$ cat src/include/lsu_defs.svh
`ifndef LSU_DEFS_SVH
`define LSU_DEFS_SVH

// datapath
`define LSU_XLEN          32
`define LSU_ADDR_WIDTH    32
`define LSU_WORD_BYTES    4
`define LSU_ALIGN_BITS    2

// immediate field of a load or store
`define LSU_OFFSET_WIDTH  12

// instruction tracking fields
`define LSU_UUID_WIDTH    8
`define LSU_WID_WIDTH     2
`define LSU_PC_WIDTH      32
`define LSU_REG_BITS      5

`endif

$ cat src/lsu_op_pkg.sv
`default_nettype none

`include "lsu_defs.svh"

package lsu_op_pkg;

    // encodings shared with the instruction decoder
    typedef enum logic [2:0] {
        LB  = 3'd0,
        LH  = 3'd1,
        LW  = 3'd2,
        LBU = 3'd3,
        LHU = 3'd4,
        SB  = 3'd5,
        SH  = 3'd6,
        SW  = 3'd7
    } lsu_op_t;

    typedef struct packed {
        logic [`LSU_UUID_WIDTH-1:0]   uuid;
        logic [`LSU_WID_WIDTH-1:0]    wid;
        logic [`LSU_PC_WIDTH-1:0]     pc;
        logic [`LSU_REG_BITS-1:0]     rd;
        logic                         wb;
        lsu_op_t                      op;
        logic [`LSU_XLEN-1:0]         rs1;
        logic [`LSU_XLEN-1:0]         rs2;
        logic [`LSU_OFFSET_WIDTH-1:0] offset;
    } issue_req_t;

    typedef struct packed {
        logic [`LSU_UUID_WIDTH-1:0] uuid;
        logic [`LSU_WID_WIDTH-1:0]  wid;
        logic [`LSU_PC_WIDTH-1:0]   pc;
        logic [`LSU_REG_BITS-1:0]   rd;
        logic                       wb;
        logic [`LSU_XLEN-1:0]       data;
    } lsu_result_t;

    function automatic logic op_is_store(lsu_op_t op);
        return (op == SB) || (op == SH) || (op == SW);
    endfunction

    // log2 of the access size in bytes
    function automatic logic [1:0] op_size(lsu_op_t op);
        case (op)
            LB, LBU, SB: return 2'd0;
            LH, LHU, SH: return 2'd1;
            default:     return 2'd2;
        endcase
    endfunction

endpackage

`default_nettype wire

$ cat src/lsu_bus_pkg.sv
`default_nettype none

`include "lsu_defs.svh"

package lsu_bus_pkg;

    import lsu_op_pkg::*;

    // one Wishbone classic request, word addressed
    typedef struct packed {
        logic                                      we;
        logic [`LSU_ADDR_WIDTH-`LSU_ALIGN_BITS-1:0] adr;
        logic [`LSU_WORD_BYTES-1:0]                sel;
        logic [`LSU_XLEN-1:0]                      dat;
    } bus_req_t;

    // kept beside the single outstanding access in place of a tag
    typedef struct packed {
        logic [`LSU_UUID_WIDTH-1:0] uuid;
        logic [`LSU_WID_WIDTH-1:0]  wid;
        logic [`LSU_PC_WIDTH-1:0]   pc;
        logic [`LSU_REG_BITS-1:0]   rd;
        logic                       wb;
        lsu_op_t                    op;
        logic [`LSU_ALIGN_BITS-1:0] align;
    } access_ctx_t;

    typedef struct packed {
        bus_req_t    req;
        access_ctx_t ctx;
    } staged_access_t;

endpackage

`default_nettype wire

$ cat src/lsu_addr_stage.sv
`default_nettype none

`include "lsu_defs.svh"

module lsu_addr_stage
    import lsu_op_pkg::*, lsu_bus_pkg::*;
(
    input  wire issue_req_t req,
    output staged_access_t  access
);
    localparam int PAD_BITS = `LSU_XLEN - `LSU_OFFSET_WIDTH;

    logic [`LSU_XLEN-1:0]       offset_ext;
    logic [`LSU_XLEN-1:0]       eff_addr;
    logic [`LSU_ALIGN_BITS-1:0] align;
    logic [`LSU_WORD_BYTES-1:0] sel;
    logic [`LSU_XLEN-1:0]       store_data;

    // effective address
    assign offset_ext = {{PAD_BITS{req.offset[`LSU_OFFSET_WIDTH-1]}}, req.offset};
    assign eff_addr   = req.rs1 + offset_ext;
    assign align      = eff_addr[`LSU_ALIGN_BITS-1:0];

    // byte lanes touched by the access
    always_comb begin
        case (op_size(req.op))
            2'd0: begin
                sel = `LSU_WORD_BYTES'(1) << align;
            end
            2'd1: begin
                sel = `LSU_WORD_BYTES'(3) << {align[1], 1'b0};
            end
            default: begin
                sel = '1;
            end
        endcase
    end

    // low bytes of rs2 moved up to their lanes
    assign store_data = req.rs2 << {align, 3'b000};

    always_comb begin
        access.req.we  = op_is_store(req.op);
        access.req.adr = eff_addr[`LSU_ADDR_WIDTH-1:`LSU_ALIGN_BITS];
        access.req.sel = sel;
        access.req.dat = store_data;

        access.ctx.uuid  = req.uuid;
        access.ctx.wid   = req.wid;
        access.ctx.pc    = req.pc;
        access.ctx.rd    = req.rd;
        access.ctx.wb    = req.wb;
        access.ctx.op    = req.op;
        access.ctx.align = align;
    end

endmodule

`default_nettype wire

$ cat src/lsu_bus_stage.sv
`default_nettype none

`include "lsu_defs.svh"

module lsu_bus_stage
    import lsu_bus_pkg::*;
(
    input  wire                                       clk,
    input  wire                                       reset,

    input  wire                                       in_valid,
    output logic                                      in_ready,
    input  wire staged_access_t                       in_access,

    output logic                                      wb_cyc,
    output logic                                      wb_stb,
    output logic                                      wb_we,
    output logic [`LSU_ADDR_WIDTH-`LSU_ALIGN_BITS-1:0] wb_adr,
    output logic [`LSU_WORD_BYTES-1:0]                wb_sel,
    output logic [`LSU_XLEN-1:0]                      wb_dat_w,
    input  wire                                       wb_ack,
    input  wire  [`LSU_XLEN-1:0]                      wb_dat_r,

    output logic                                      done_valid,
    input  wire                                       done_ready,
    output access_ctx_t                               done_ctx,
    output logic [`LSU_XLEN-1:0]                      done_word
);
    typedef enum logic [1:0] {ST_IDLE, ST_BUS, ST_DONE} state_t;

    state_t               state;
    bus_req_t             req_q;
    access_ctx_t          ctx_q;
    logic [`LSU_XLEN-1:0] word_q;
    logic                 start;
    logic                 ack_fire;

    // only start when the result buffer has room for the outcome
    assign in_ready = (state == ST_IDLE) && done_ready;
    assign start    = in_valid && in_ready;

    assign wb_cyc   = (state == ST_BUS);
    assign wb_stb   = (state == ST_BUS);
    assign wb_we    = req_q.we;
    assign wb_adr   = req_q.adr;
    assign wb_sel   = req_q.sel;
    assign wb_dat_w = req_q.dat;
    assign ack_fire = wb_stb && wb_ack;

    // the acked word passes straight on, or waits here until taken
    assign done_valid = ack_fire || (state == ST_DONE);
    assign done_word  = (state == ST_DONE) ? word_q : wb_dat_r;
    assign done_ctx   = ctx_q;

    always_ff @(posedge clk) begin
        if (reset) begin
            state <= ST_IDLE;
        end else begin
            case (state)
                ST_IDLE: if (start) state <= ST_BUS;
                ST_BUS:  if (wb_ack) state <= done_ready ? ST_IDLE : ST_DONE;
                ST_DONE: if (done_ready) state <= ST_IDLE;
                default: state <= ST_IDLE;
            endcase
        end
    end

    always_ff @(posedge clk) begin
        if (start) begin
            req_q <= in_access.req;
            ctx_q <= in_access.ctx;
        end
        if (ack_fire && !done_ready) begin
            word_q <= wb_dat_r;
        end
    end

endmodule

`default_nettype wire

$ cat src/lsu_elastic_buf.sv
`default_nettype none

module lsu_elastic_buf #(
    parameter type payload_t = logic [31:0]
) (
    input  wire           clk,
    input  wire           reset,

    input  wire           in_valid,
    output logic          in_ready,
    input  wire payload_t in_data,

    output logic          out_valid,
    input  wire           out_ready,
    output payload_t      out_data
);
    payload_t   entry [2];
    logic       wr_ptr;
    logic       rd_ptr;
    logic [1:0] count;
    logic       push;
    logic       pop;

    // ready comes from the fill level only, so out_ready never reaches in_ready
    assign in_ready  = ~count[1];
    assign out_valid = (count != 2'd0);
    assign out_data  = entry[rd_ptr];

    assign push = in_valid & in_ready;
    assign pop  = out_valid & out_ready;

    always_ff @(posedge clk) begin
        if (reset) begin
            wr_ptr <= 1'b0;
            rd_ptr <= 1'b0;
            count  <= 2'd0;
        end else begin
            if (push) begin
                wr_ptr <= ~wr_ptr;
            end
            if (pop) begin
                rd_ptr <= ~rd_ptr;
            end
            case ({push, pop})
                2'b10:   count <= count + 2'd1;
                2'b01:   count <= count - 2'd1;
                default: count <= count;
            endcase
        end
    end

    always_ff @(posedge clk) begin
        if (push) begin
            entry[wr_ptr] <= in_data;
        end
    end

endmodule

`default_nettype wire

$ cat src/lsu_rsp_stage.sv
`default_nettype none

`include "lsu_defs.svh"

module lsu_rsp_stage
    import lsu_op_pkg::*, lsu_bus_pkg::*;
(
    input  wire access_ctx_t          ctx,
    input  wire [`LSU_XLEN-1:0]       word,
    output lsu_result_t               result
);
    localparam int HALF = `LSU_XLEN / 2;

    logic [HALF-1:0]      half_val;
    logic [7:0]           byte_val;
    logic [`LSU_XLEN-1:0] load_data;
    logic                 is_store;

    // pick the addressed lanes out of the word
    assign half_val = ctx.align[1] ? word[`LSU_XLEN-1:HALF] : word[HALF-1:0];
    assign byte_val = ctx.align[0] ? half_val[15:8] : half_val[7:0];
    assign is_store = op_is_store(ctx.op);

    always_comb begin
        case (ctx.op)
            LB: begin
                load_data = {{(`LSU_XLEN-8){byte_val[7]}}, byte_val};
            end
            LH: begin
                load_data = {{(`LSU_XLEN-HALF){half_val[HALF-1]}}, half_val};
            end
            LW: begin
                load_data = word;
            end
            LBU: begin
                load_data = {{(`LSU_XLEN-8){1'b0}}, byte_val};
            end
            LHU: begin
                load_data = {{(`LSU_XLEN-HALF){1'b0}}, half_val};
            end
            // stores complete with no data
            default: begin
                load_data = '0;
            end
        endcase
    end

    always_comb begin
        result.uuid = ctx.uuid;
        result.wid  = ctx.wid;
        result.pc   = ctx.pc;
        result.rd   = ctx.rd;
        result.wb   = ctx.wb && !is_store;
        result.data = load_data;
    end

endmodule

`default_nettype wire

$ cat src/lsu_slice.sv
`default_nettype none

`include "lsu_defs.svh"

module lsu_slice
    import lsu_op_pkg::*, lsu_bus_pkg::*;
(
    input  wire                                       clk,
    input  wire                                       reset,

    input  wire                                       issue_valid,
    output logic                                      issue_ready,
    input  wire issue_req_t                           issue_req,

    output logic                                      wb_cyc,
    output logic                                      wb_stb,
    output logic                                      wb_we,
    output logic [`LSU_ADDR_WIDTH-`LSU_ALIGN_BITS-1:0] wb_adr,
    output logic [`LSU_WORD_BYTES-1:0]                wb_sel,
    output logic [`LSU_XLEN-1:0]                      wb_dat_w,
    input  wire                                       wb_ack,
    input  wire  [`LSU_XLEN-1:0]                      wb_dat_r,

    output logic                                      result_valid,
    input  wire                                       result_ready,
    output lsu_result_t                               result
);
    staged_access_t       addr_access;
    staged_access_t       buf_access;
    logic                 buf_valid;
    logic                 buf_ready;
    logic                 done_valid;
    logic                 done_ready;
    access_ctx_t          done_ctx;
    logic [`LSU_XLEN-1:0] done_word;
    lsu_result_t          rsp_result;

    lsu_addr_stage addr_stage (
        .req    (issue_req),
        .access (addr_access)
    );

    lsu_elastic_buf #(
        .payload_t (staged_access_t)
    ) access_buf (
        .clk       (clk),
        .reset     (reset),
        .in_valid  (issue_valid),
        .in_ready  (issue_ready),
        .in_data   (addr_access),
        .out_valid (buf_valid),
        .out_ready (buf_ready),
        .out_data  (buf_access)
    );

    lsu_bus_stage bus_stage (
        .clk        (clk),
        .reset      (reset),
        .in_valid   (buf_valid),
        .in_ready   (buf_ready),
        .in_access  (buf_access),
        .wb_cyc     (wb_cyc),
        .wb_stb     (wb_stb),
        .wb_we      (wb_we),
        .wb_adr     (wb_adr),
        .wb_sel     (wb_sel),
        .wb_dat_w   (wb_dat_w),
        .wb_ack     (wb_ack),
        .wb_dat_r   (wb_dat_r),
        .done_valid (done_valid),
        .done_ready (done_ready),
        .done_ctx   (done_ctx),
        .done_word  (done_word)
    );

    lsu_rsp_stage rsp_stage (
        .ctx    (done_ctx),
        .word   (done_word),
        .result (rsp_result)
    );

    lsu_elastic_buf #(
        .payload_t (lsu_result_t)
    ) result_buf (
        .clk       (clk),
        .reset     (reset),
        .in_valid  (done_valid),
        .in_ready  (done_ready),
        .in_data   (rsp_result),
        .out_valid (result_valid),
        .out_ready (result_ready),
        .out_data  (result)
    );

endmodule

`default_nettype wire
$ cat config.mk
export PLATFORM = sky130hd
export DESIGN_NAME = lsu_slice
export DESIGN_NICKNAME = d
export VERILOG_FILES = /design/src/lsu_op_pkg.sv /design/src/lsu_bus_pkg.sv /design/src/lsu_addr_stage.sv /design/src/lsu_bus_stage.sv /design/src/lsu_elastic_buf.sv /design/src/lsu_rsp_stage.sv /design/src/lsu_slice.sv
export VERILOG_INCLUDE_DIRS = /design/src /design/src/include
export SDC_FILE = /design/constraint.sdc
export NUM_CORES = 1
export LEC_CHECK = 0
export ABC_AREA = 1
export BUFFER_PORTS_ARGS = -buffer_cell sky130_fd_sc_hd__buf_2
export CORE_ASPECT_RATIO = 1.5
export CORE_MARGIN = 8
export CORE_UTILIZATION = 46
export DETAILED_ROUTE_END_ITERATION = 8
export PLACE_DENSITY = 0.73
export SYNTH_ARGS = -nofsm -noshare
export SYNTH_HDL_FRONTEND = slang
export SYNTH_SLANG_ARGS = --single-unit
$ cat constraint.sdc
create_clock -name clk -period 14.86 [get_ports clk]
set_input_delay 1.486 -clock clk [delete_from_list [all_inputs] [get_ports clk]]
set_output_delay 1.486 -clock clk [all_outputs]
set_load 0.01 [all_outputs]
=== Word-level counts from Yosys, hierarchy flattened ===
Memory sizes are Yosys's and may differ from the RTL's. A register that Yosys moved wholly into a read port is not among the register bits.
Index checks and enable logic that the tools add are counted.

* Register bits: 42
* RAM bits: 400
* Input port bits: 164
* Output and inout port bits: 151
* Logic and storage cells: 92
* Memories: 2

* Add/subtract/negate cells: 5
* Eq/ne operators: 23
* Shifts and indexed selects: 3
* Mux-type cells: 19
* Bitwise operators: 10
* Reduce and logical (&&, ||, !) cells: 22

{| class="wikitable"
|+ Memory list
! memory !! depth !! bits a word !! read ports !! clocked after memory_dff !! write ports !! RTL line !! text
|-
| access_buf.entry || 2 || 120 || 1 || 1 || 1 || lsu_elastic_buf.sv:17 || <nowiki>payload_t entry [2];</nowiki>
|-
| result_buf.entry || 2 || 80 || 1 || 1 || 1 || lsu_elastic_buf.sv:17 ||
|}

{| class="wikitable"
|+ Operators by type and width
! operator !! count
|-
| 32-bit one-hot mux with 5 select lines || 1
|-
| 32-bit adder || 1
|-
| 32-bit 2-to-1 mux || 1
|-
| 32-bit by 5-bit << shifter with 32-bit output || 1
|-
| 3-bit == test (second input constant) || 8
|-
| 16-bit 2-to-1 mux || 1
|-
| 2-bit one-hot mux with 2 select lines || 3
|-
| 3-bit by 2-bit == test with 1-bit output (second input constant) || 3
|-
| 2-bit by 1-bit == test with 1-bit output (second input constant) || 4
|-
| 2-bit 2-to-1 mux || 4
|-
| 8-bit 2-to-1 mux || 1
|-
| 4-bit one-hot mux with 2 select lines || 1
|-
| 2-bit nonzero test || 4
|-
| 2-bit == test (second input constant) || 3
|-
| 3-bit by 1-bit == test with 1-bit output (second input constant) || 2
|-
| 3-bit logical NOT || 2
|-
| 1-bit 2-to-1 mux || 6
|-
| 1-bit NOT || 6
|-
| 2-bit one-hot mux with 3 select lines || 1
|-
| 3-bit OR reduction || 2
|-
| 1-bit logical AND || 5
|-
| 1-bit logical OR || 5
|-
| 2-bit by 1-bit adder with 2-bit output (second input constant) || 2
|-
| 1-bit bitwise AND || 4
|-
| 8 further kinds || 11
|}

=== Longest topological paths before layout ===
Gate-level depths: netlist of run 1.

* Word-level depth: 6
* Depth in mapped cells: 12
* Depth with buffers taken out: 12

=== Hierarchy ===
A second synthesis of run 1 with hierarchy kept.

* Cells, all modules: 1866
* Area, all modules: 25005.2 um^2

{| class="wikitable"
|+ By module, submodules not included
! module !! instances !! cells an instance !! area each (um^2) !! seq. area each (um^2)
|-
| lsu_elastic_buf at access_buf || 1 || 409 || 8926.1 || 7307.0
|-
| lsu_elastic_buf at result_buf || 1 || 285 || 6411.1 || 4904.7
|-
| lsu_bus_stage || 1 || 277 || 5156.2 || 4604.4
|-
| lsu_addr_stage || 1 || 664 || 3278.1 || 0.0
|-
| lsu_rsp_stage || 1 || 231 || 1233.7 || 0.0
|}

=== Worst setup path before layout of run 1 ===
Ideal clock, no wire load.

* Kind: reg2reg
* From: reg bus_stage.state[1]
* To: reg access_buf.count[0]
* Library setup time: 0.071 ns
* Data arrival time: 10.594 ns
* Required time: 14.789 ns
* Slack: 4.195 ns
* Cell stages (with the launch flop): 9
* Path buffers: 2
* Clock period less this slack: 10.665 ns
* Path through: dfxtp_1 > buf_4 > buf_2 > nor2_1 > inv_1 > nor3_1 > ha_1 > or2_2 > a21oi_1

* Cells in the longest elaborated chain, start to end: 5
* Elaborated cells between the ends (all ways): 7
* Classes of those cells: eq/ne (2); mux (1); bitwise (1); reduce/logical (3)

{| class="wikitable"
|+ RTL lines
! what !! RTL line !! text
|-
| from (decl) || lsu_bus_stage.sv:31 || <nowiki>state_t state;</nowiki>
|-
| from (signal assigned) || lsu_bus_stage.sv:61 || <nowiki>ST_BUS: if (wb_ack) state <= done_ready ? ST_IDLE : ST_DONE;</nowiki>
|-
| 2-bit logical NOT * || lsu_bus_stage.sv:39 || <nowiki>assign in_ready = (state == ST_IDLE) && done_ready;</nowiki>
|-
| 1-bit logical AND * || lsu_bus_stage.sv:39 ||
|-
| 1-bit bitwise AND * || lsu_elastic_buf.sv:30 || <nowiki>assign pop = out_valid & out_ready;</nowiki>
|-
| via access_buf.pop || lsu_elastic_buf.sv:22 || <nowiki>logic pop;</nowiki>
|-
| 2-bit by 1-bit == test with 1-bit output / 2-bit == test (equally long branches) || lsu_elastic_buf.sv:44 || <nowiki>case ({push, pop})</nowiki>
|-
| 2-bit one-hot mux with 2 select lines / 2-bit nonzero test (equally long branches) || n/a ||
|-
| to (signal assigned) || lsu_elastic_buf.sv:45 || <nowiki>2'b10: count <= count + 2'd1;</nowiki>
|-
| to (signal assigned) || lsu_elastic_buf.sv:46 || <nowiki>2'b01: count <= count - 2'd1;</nowiki>
|-
| to (signal assigned) || lsu_elastic_buf.sv:47 || <nowiki>default: count <= count;</nowiki>
|-
| to (decl) || lsu_elastic_buf.sv:20 || <nowiki>logic [1:0] count;</nowiki>
|}

The timed path passes the listed nets; every way through them passes the cells marked *.
A chain may end at the register's enable or synchronous reset.

==> flow_metrics.tcl, run 1 <==
set metrics [dict create \
    result_of_the_run "completed" \
    gr-usage-all-layers 0.178 \
    drv_slew 0 \
    crit_required_ns 15.23 \
    area_growth_syn_to_fin_pct 16.9 \
    dieWidth_um 201 \
    drt-initial-drc-count 800 \
    layout.area.seq_um2 16800 \
    crit_slowest_cell "fa_1" \
    rrSetupSlack_ns 11.65 \
    initial_drt_pass_iterations 5 \
    grt_pass1_vias 15200 \
    rsz0062_at_grt "no" \
    grt_overflow 0 \
    clkLatencyLatePin_ns 0.57 \
    finalHoldViolCount 0 \
    holdPathEnd "result_buf.entry[1][62]$_DFFE_PP_" \
    slowest_delay_ns 1.24 \
    r2r_cells 5 \
    cts_resized 0 \
    clock_tree_from_tritoncts "yes" \
    power_leakage_nw 11.5 \
    critical_path.reg2reg.endpoint "result_buf.entry[1][61]$_DFFE_PP_" \
    postSynthRegisterBits 563 \
    synth.top_cell.area_share 0.700 \
    ys.flop_type "edfxtp_1" \
    synth_warnings 0 \
    tightestPinTransition_ns 1.15 \
    finalClockSkew_ns 0.0214 \
    clock_sink_count 563 \
    total_power_mw 4.85 \
    hp-class "flop to flop" \
    ys_async_sr_fraction 0 \
    setup_tns_ns 0 \
    achievable-frequency_mhz 249 \
    syn_area_um2 23700 \
    ir_drop_v 0.000119 \
    drc 0 \
    clk_transition_reported_paths_ns 0.07 \
    layout-drive-gt1-share 0.223 \
    drv.max_cap_violation_count 0 \
    r2r_start "bus_stage.state[1]$_SDFFE_PP0P_" \
    routed-via-count 15000 \
    path_cells "buf_2 > ha_1 > inv_1 > fa_1 > clkinv_1 > o21ai_0" \
    multi_input_area_um2 6000 \
    utilization 0.540 \
    detail-route-antenna-nets 0 \
    finalCriticalPeriod_ns 4.02 \
    crit_path_end_kind "flop" \
    ioPinCount 315 \
    synth_cells 1987 \
    dp_hpwl_um 38100 \
    htreeDepth 2 \
    hold_path.startpoint "bus_stage.done_ctx[35]$_DFFE_PP_" \
    final.period_utilization 0.271 \
    layout.cells.most_common "nand2_1" \
    layout.filler_cells 4362 \
    placed_area_um2 25900 \
    die_area_um2 59200 \
    initial_utilization 0.462 \
    hold-path-cell-count 0 \
    synthesis.nets 2185 \
    finalSetupViolations 0 \
    final.setup.worst_slack_ns 10.84 \
    final_design_area_no_fill_um2 27700 \
    power_density_nw_per_um2 175 \
    cts-hold-fix-buffers 0 \
    start_to_end_type_of_the_worst_setup_path "input pin to flop" \
    most_area_consuming_cells_after_synthesis "edfxtp_1 (70%), nand2_1 (12%), mux2_2 (3.8%)" \
    final_gp_congestion 0.943 \
    arrival_ns 4.39 \
    post-cts-setup-buffer-count 0 \
    layout.nets 2497 \
    drt-total-wl_um 53900 \
    clk_root_buf "clkbuf_16" \
    largest_net_degree_at_the_start_of_global_routing 98 \
    row_count 102 \
    setup.worst_path.start_class "input pin" \
    grt_pass1_wl_um 83600 \
    slew-limit-headroom 0.235 \
    post_drt_wl_per_cell_um 17.8 \
    antenna_found_initial 7 \
    cts-buffers-inserted 50 \
    post_synth_num_cell_types 42 \
    max-clock-path-buffers 3 \
    synth_edf_count 552 \
    die_h_um 294 \
    pre_cts_slack_ns 10.25 \
    synthDominantAreaCellType "edfxtp_1" \
    synthesized_area_per_cell_um2 11.9 \
    io_buffer_count 314 \
    ys_seq_area_frac 0.709 \
    core_region_area_um2 51300 \
    crit_path_max_fanout 35 \
    routed_via_density 4.96 \
    most_frequent_cells_in_the_layout "nand2_1 (729), edfxtp_1 (552), buf_2 (314)" \
]
flip-flops by register name (all words and copies together) (netlist names), 2 cells and up, named ones only:
register / flops
access_buf.count: 2
bus_stage.done_ctx: 53
bus_stage.word_q: 32
bus_stage.wb_adr: 30
bus_stage.state: 2
bus_stage.wb_sel: 4
bus_stage.wb_dat_w: 32
result_buf.count: 2
result_buf.entry: 160
access_buf.entry: 240
worst max-delay path by stage:
| stage | slack, ns | startpoint | endpoint |
|---|---|---|---|
| floorplan | 4.20 | bus_stage.state[1]$_SDFFE_PP0P_ | access_buf.count[0]$_SDFFE_PP0P_ |
| global placement | 10.39 | issue_req[0] | access_buf.entry[0][59]$_DFFE_PP_ |
| global route | 10.68 | issue_req[0] | access_buf.entry[0][59]$_DFFE_PP_ |
| detailed placement | 10.25 | issue_req[0] | access_buf.entry[0][86]$_DFFE_PP_ |
| finish | 10.84 | issue_req[0] | access_buf.entry[1][86]$_DFFE_PP_ |
| CTS | 10.87 | issue_req[0] | access_buf.entry[1][86]$_DFFE_PP_ |
synth_stat cells, types with 2 or more instances:
cell	count
nand3b_1	2
clkinv_1	2
o22ai_1	15
xnor2_1	5
inv_2	2
o21bai_1	2
inv_1	159
clkbuf_1	45
o211ai_1	8
nand2_1	729
buf_6	6
or2_2	10
dfxtp_1	11
o21ai_0	47
edfxtp_1	552
nand3_1	80
or2_0	16
nor2_1	89
mux2i_1	6
buf_4	2
o21ai_1	5
a21oi_1	28
or2_1	2
nor3_1	11
mux2_2	80
nand3_2	2
xor2_1	13
buf_2	12
ha_1	33
cell families (layout without fill, tap and decap cells):
family | count (synthesis) | count (layout) | synth area share
compound gates | 110 | 110 | 0.0259
xor+xnor | 18 | 18 | 0.00665
buf+inv | 230 | 582 | 0.0393
flops | 563 | 563 | 0.709
mux | 86 | 86 | 0.0406
fa+ha+maj | 34 | 34 | 0.0183
other cells | 0 | 4 | 0
simple gates | 946 | 946 | 0.160
power breakdown:
group	internal [mW]	switching, mW
clock	0.782	0.574
combinational	0.358	0.742
sequential	2.26	0.135
total	3.40	1.45
worst max-delay path, delay by kind of cell:
kind	cells	cell delay (ns)
AO/OA/AOI/OAI	1	0.45
adder cells (fa/ha/maj)	2	1.40
buffers and inverters	3	1.04
routing by layer:
metal	vias up	wire length [µm]	global-route usage
li1	7345	-	-
met1	7155	20400	0.198
met2	381	29200	0.340
met3	87	2560	0.0297
met4	6	1620	0.0620
met5	-	41	0
layout make-up:
type	count	share of cell area
Timing Repair Buffer	327	0.0603
Inverter	163	0.0222
Tap cell	676	0.0305
Clock buffer	53	0.0456
Clock inverter	39	0.0176
Sequential cell	563	0.607
Multi-Input combinational cell	1194	0.217
Antenna cell	4	0.000361
metrics by stage:
stage / instances / hold slack (ns)
after floorplan: 1987 / 0.421
after global placement: 2923 / 0.422
after detailed placement: 2923 / 0.429
after CTS: 3015 / 0.433
after global routing: 3017 / 0.448
final: 3019 / 0.440
Note: power is estimated with default switching activity, not from simulation.
==> run 2: changes to the inputs <==
- clock period: 14.86 -> 4.15 ns (I/O delays scaled with it)
==> flow_metrics.tcl, run 2 (synthesis results as in run 1) <==
set metrics [dict create \
    clock_sink_count 563 \
    clk_transition_reported_paths_ns 0.07 \
    layout-drive-gt1-share 0.221 \
    detail-route-antenna-nets 0 \
    tightestPinTransition_ns 1.08 \
    grt_pass1_wl_um 84900 \
    globalRouteMet3Util 0.0305 \
    layout.filler_cells 4402 \
    layout.cells.most_common "nand2_1" \
    placed_area_um2 26000 \
    drc 0 \
    finalSetupViolations 0 \
    most_frequent_cells_in_the_layout "nand2_1 (729), edfxtp_1 (552), buf_2 (314)" \
    final_gp_congestion 0.923 \
    final_design_area_no_fill_um2 27600 \
    io_buffer_count 314 \
    flip_flop_count_of_the_largest_register_after_layout 240 \
    gr-max-usage-layer "met2" \
    finalHoldViolCount 0 \
    clock_tree_from_tritoncts "yes" \
    result_of_the_run "completed" \
    arrival_ns 3.09 \
    crit_required_ns 4.38 \
    cts_resized 0 \
    grt_pass1_vias 15300 \
    crit_path_max_fanout 52 \
    drt-initial-drc-count 892 \
    grt_overflow 0 \
    area_growth_syn_to_fin_pct 16.5 \
    finalCriticalPeriod_ns 2.86 \
    max-clock-path-buffers 3 \
    cts-hold-fix-buffers 0 \
    power_density_nw_per_um2 618 \
    utilization 0.538 \
    power_leakage_nw 11.5 \
    start_to_end_type_of_the_worst_setup_path "flop to flop" \
    dieWidth_um 201 \
    row_count 102 \
    top_register "access_buf.entry" \
    achievable-frequency_mhz 350 \
    drv.max_cap_violation_count 0 \
    largest_net_degree_at_the_start_of_global_routing 112 \
    post-cts-setup-buffer-count 0 \
    final.hold.worst_slack_ns 0.0397 \
    finalClockSkew_ns 0.0162 \
    slew-limit-headroom 0.279 \
    dp_hpwl_um 39100 \
    rsz0062_at_grt "no" \
    ioPinCount 315 \
    post_drt_wl_per_cell_um 18.2 \
    core_region_area_um2 51300 \
    setup.worst_path.start_class "flop" \
    crit_path_end_kind "flop" \
    drv_slew 0 \
    die_h_um 294 \
    htreeDepth 2 \
    layout.nets 2501 \
    final.period_utilization 0.689 \
    met1_usage 0.204 \
    ir_drop_v 0.000376 \
    clkLatencyLatePin_ns 0.56 \
    initial_utilization 0.462 \
    met2_layer_usage_reported_by_global_route 0.334 \
    initial_drt_pass_iterations 5 \
    routed-via-count 14900 \
    die_area_um2 59200 \
    gr-usage-all-layers 0.181 \
    routed_via_density 4.94 \
    hp-class "input pin to flop" \
    drt-total-wl_um 55000 \
    cts-buffers-inserted 49 \
    clk_root_buf "clkbuf_16" \
    antenna_found_initial 7 \
]
-- run 2: changes by cell type in the layout (fill, tap and decap cells not counted), sizes merged --
cell	before	now
inv	163	164
clkbuf	53	62
bufinv	9	3
buf	327	332
diode	4	5
clkinvlp	10	3
clkinv	20	21
-- run 2: cell type report --
cell class	count	area (µm²)	area share
antenna	5	12.5	0.000453
clock buffer	62	1340	0.0484
clock inverter	28	233	0.00843
inverter	163	614	0.0222
multi-input combinational	1194	6010	0.218
sequential	563	16800	0.609
tap	676	846	0.0306
timing repair buffer	332	1760	0.0636
-- run 2: metrics by stage --
stage / setup TNS [ns] / instances / power [mW] / setup slack [ns]
floorplan: -1.38 / 1987 / 11.1 / -0.534
global placement: 0 / 2928 / 12.6 / 1.40
detailed placement: 0 / 2928 / 12.8 / 1.33
CTS: 0 / 3018 / 17.3 / 1.29
global route: 0 / 3019 / 17.9 / 1.09
finish: 0 / 3023 / 17.1 / 1.29
-- run 2: worst paths after layout --
kind	cells past startpoint	to	slack [ns]	startpoint
worst max-delay path	5	result_buf.entry[1][60]$_DFFE_PP_	1.29	bus_stage.state[1]$_SDFFE_PP0P_
worst min register to register	0	result_buf.entry[1][73]$_DFFE_PP_	0.44	bus_stage.done_ctx[46]$_DFFE_PP_
worst min-delay path	1	access_buf.entry[1][22]$_DFFE_PP_	0.04	issue_req[96]
worst max register to register	5	result_buf.entry[1][60]$_DFFE_PP_	1.29	bus_stage.state[1]$_SDFFE_PP0P_
-- run 2: critical path: stages (launching register included) --
cell     delay (ns)
dfxtp_1        0.77
nand2_4        0.44
nand2_1        0.21
nand2_1        0.18
nor2_4         0.55
buf_12         0.33
-- run 2: routing by layer --
| metal | up-vias | routed length [µm] | share of wire |
|---|---|---|---|
| li1 | 7358 | - | - |
| met1 | 7005 | 20800 | 0.38 |
| met2 | 446 | 29000 | 0.53 |
| met3 | 123 | 2740 | 0.050 |
| met4 | 4 | 2360 | 0.043 |
| met5 | - | 27 | 0.00049 |
-- run 2: where the power goes --
group,internal (mW),leakage [nW],total [mW],switching [mW]
Combinational,1.30,5.48,3.91,2.61
Sequential,8.10,5.23,8.68,0.582
Clock,2.48,0.775,4.46,1.98
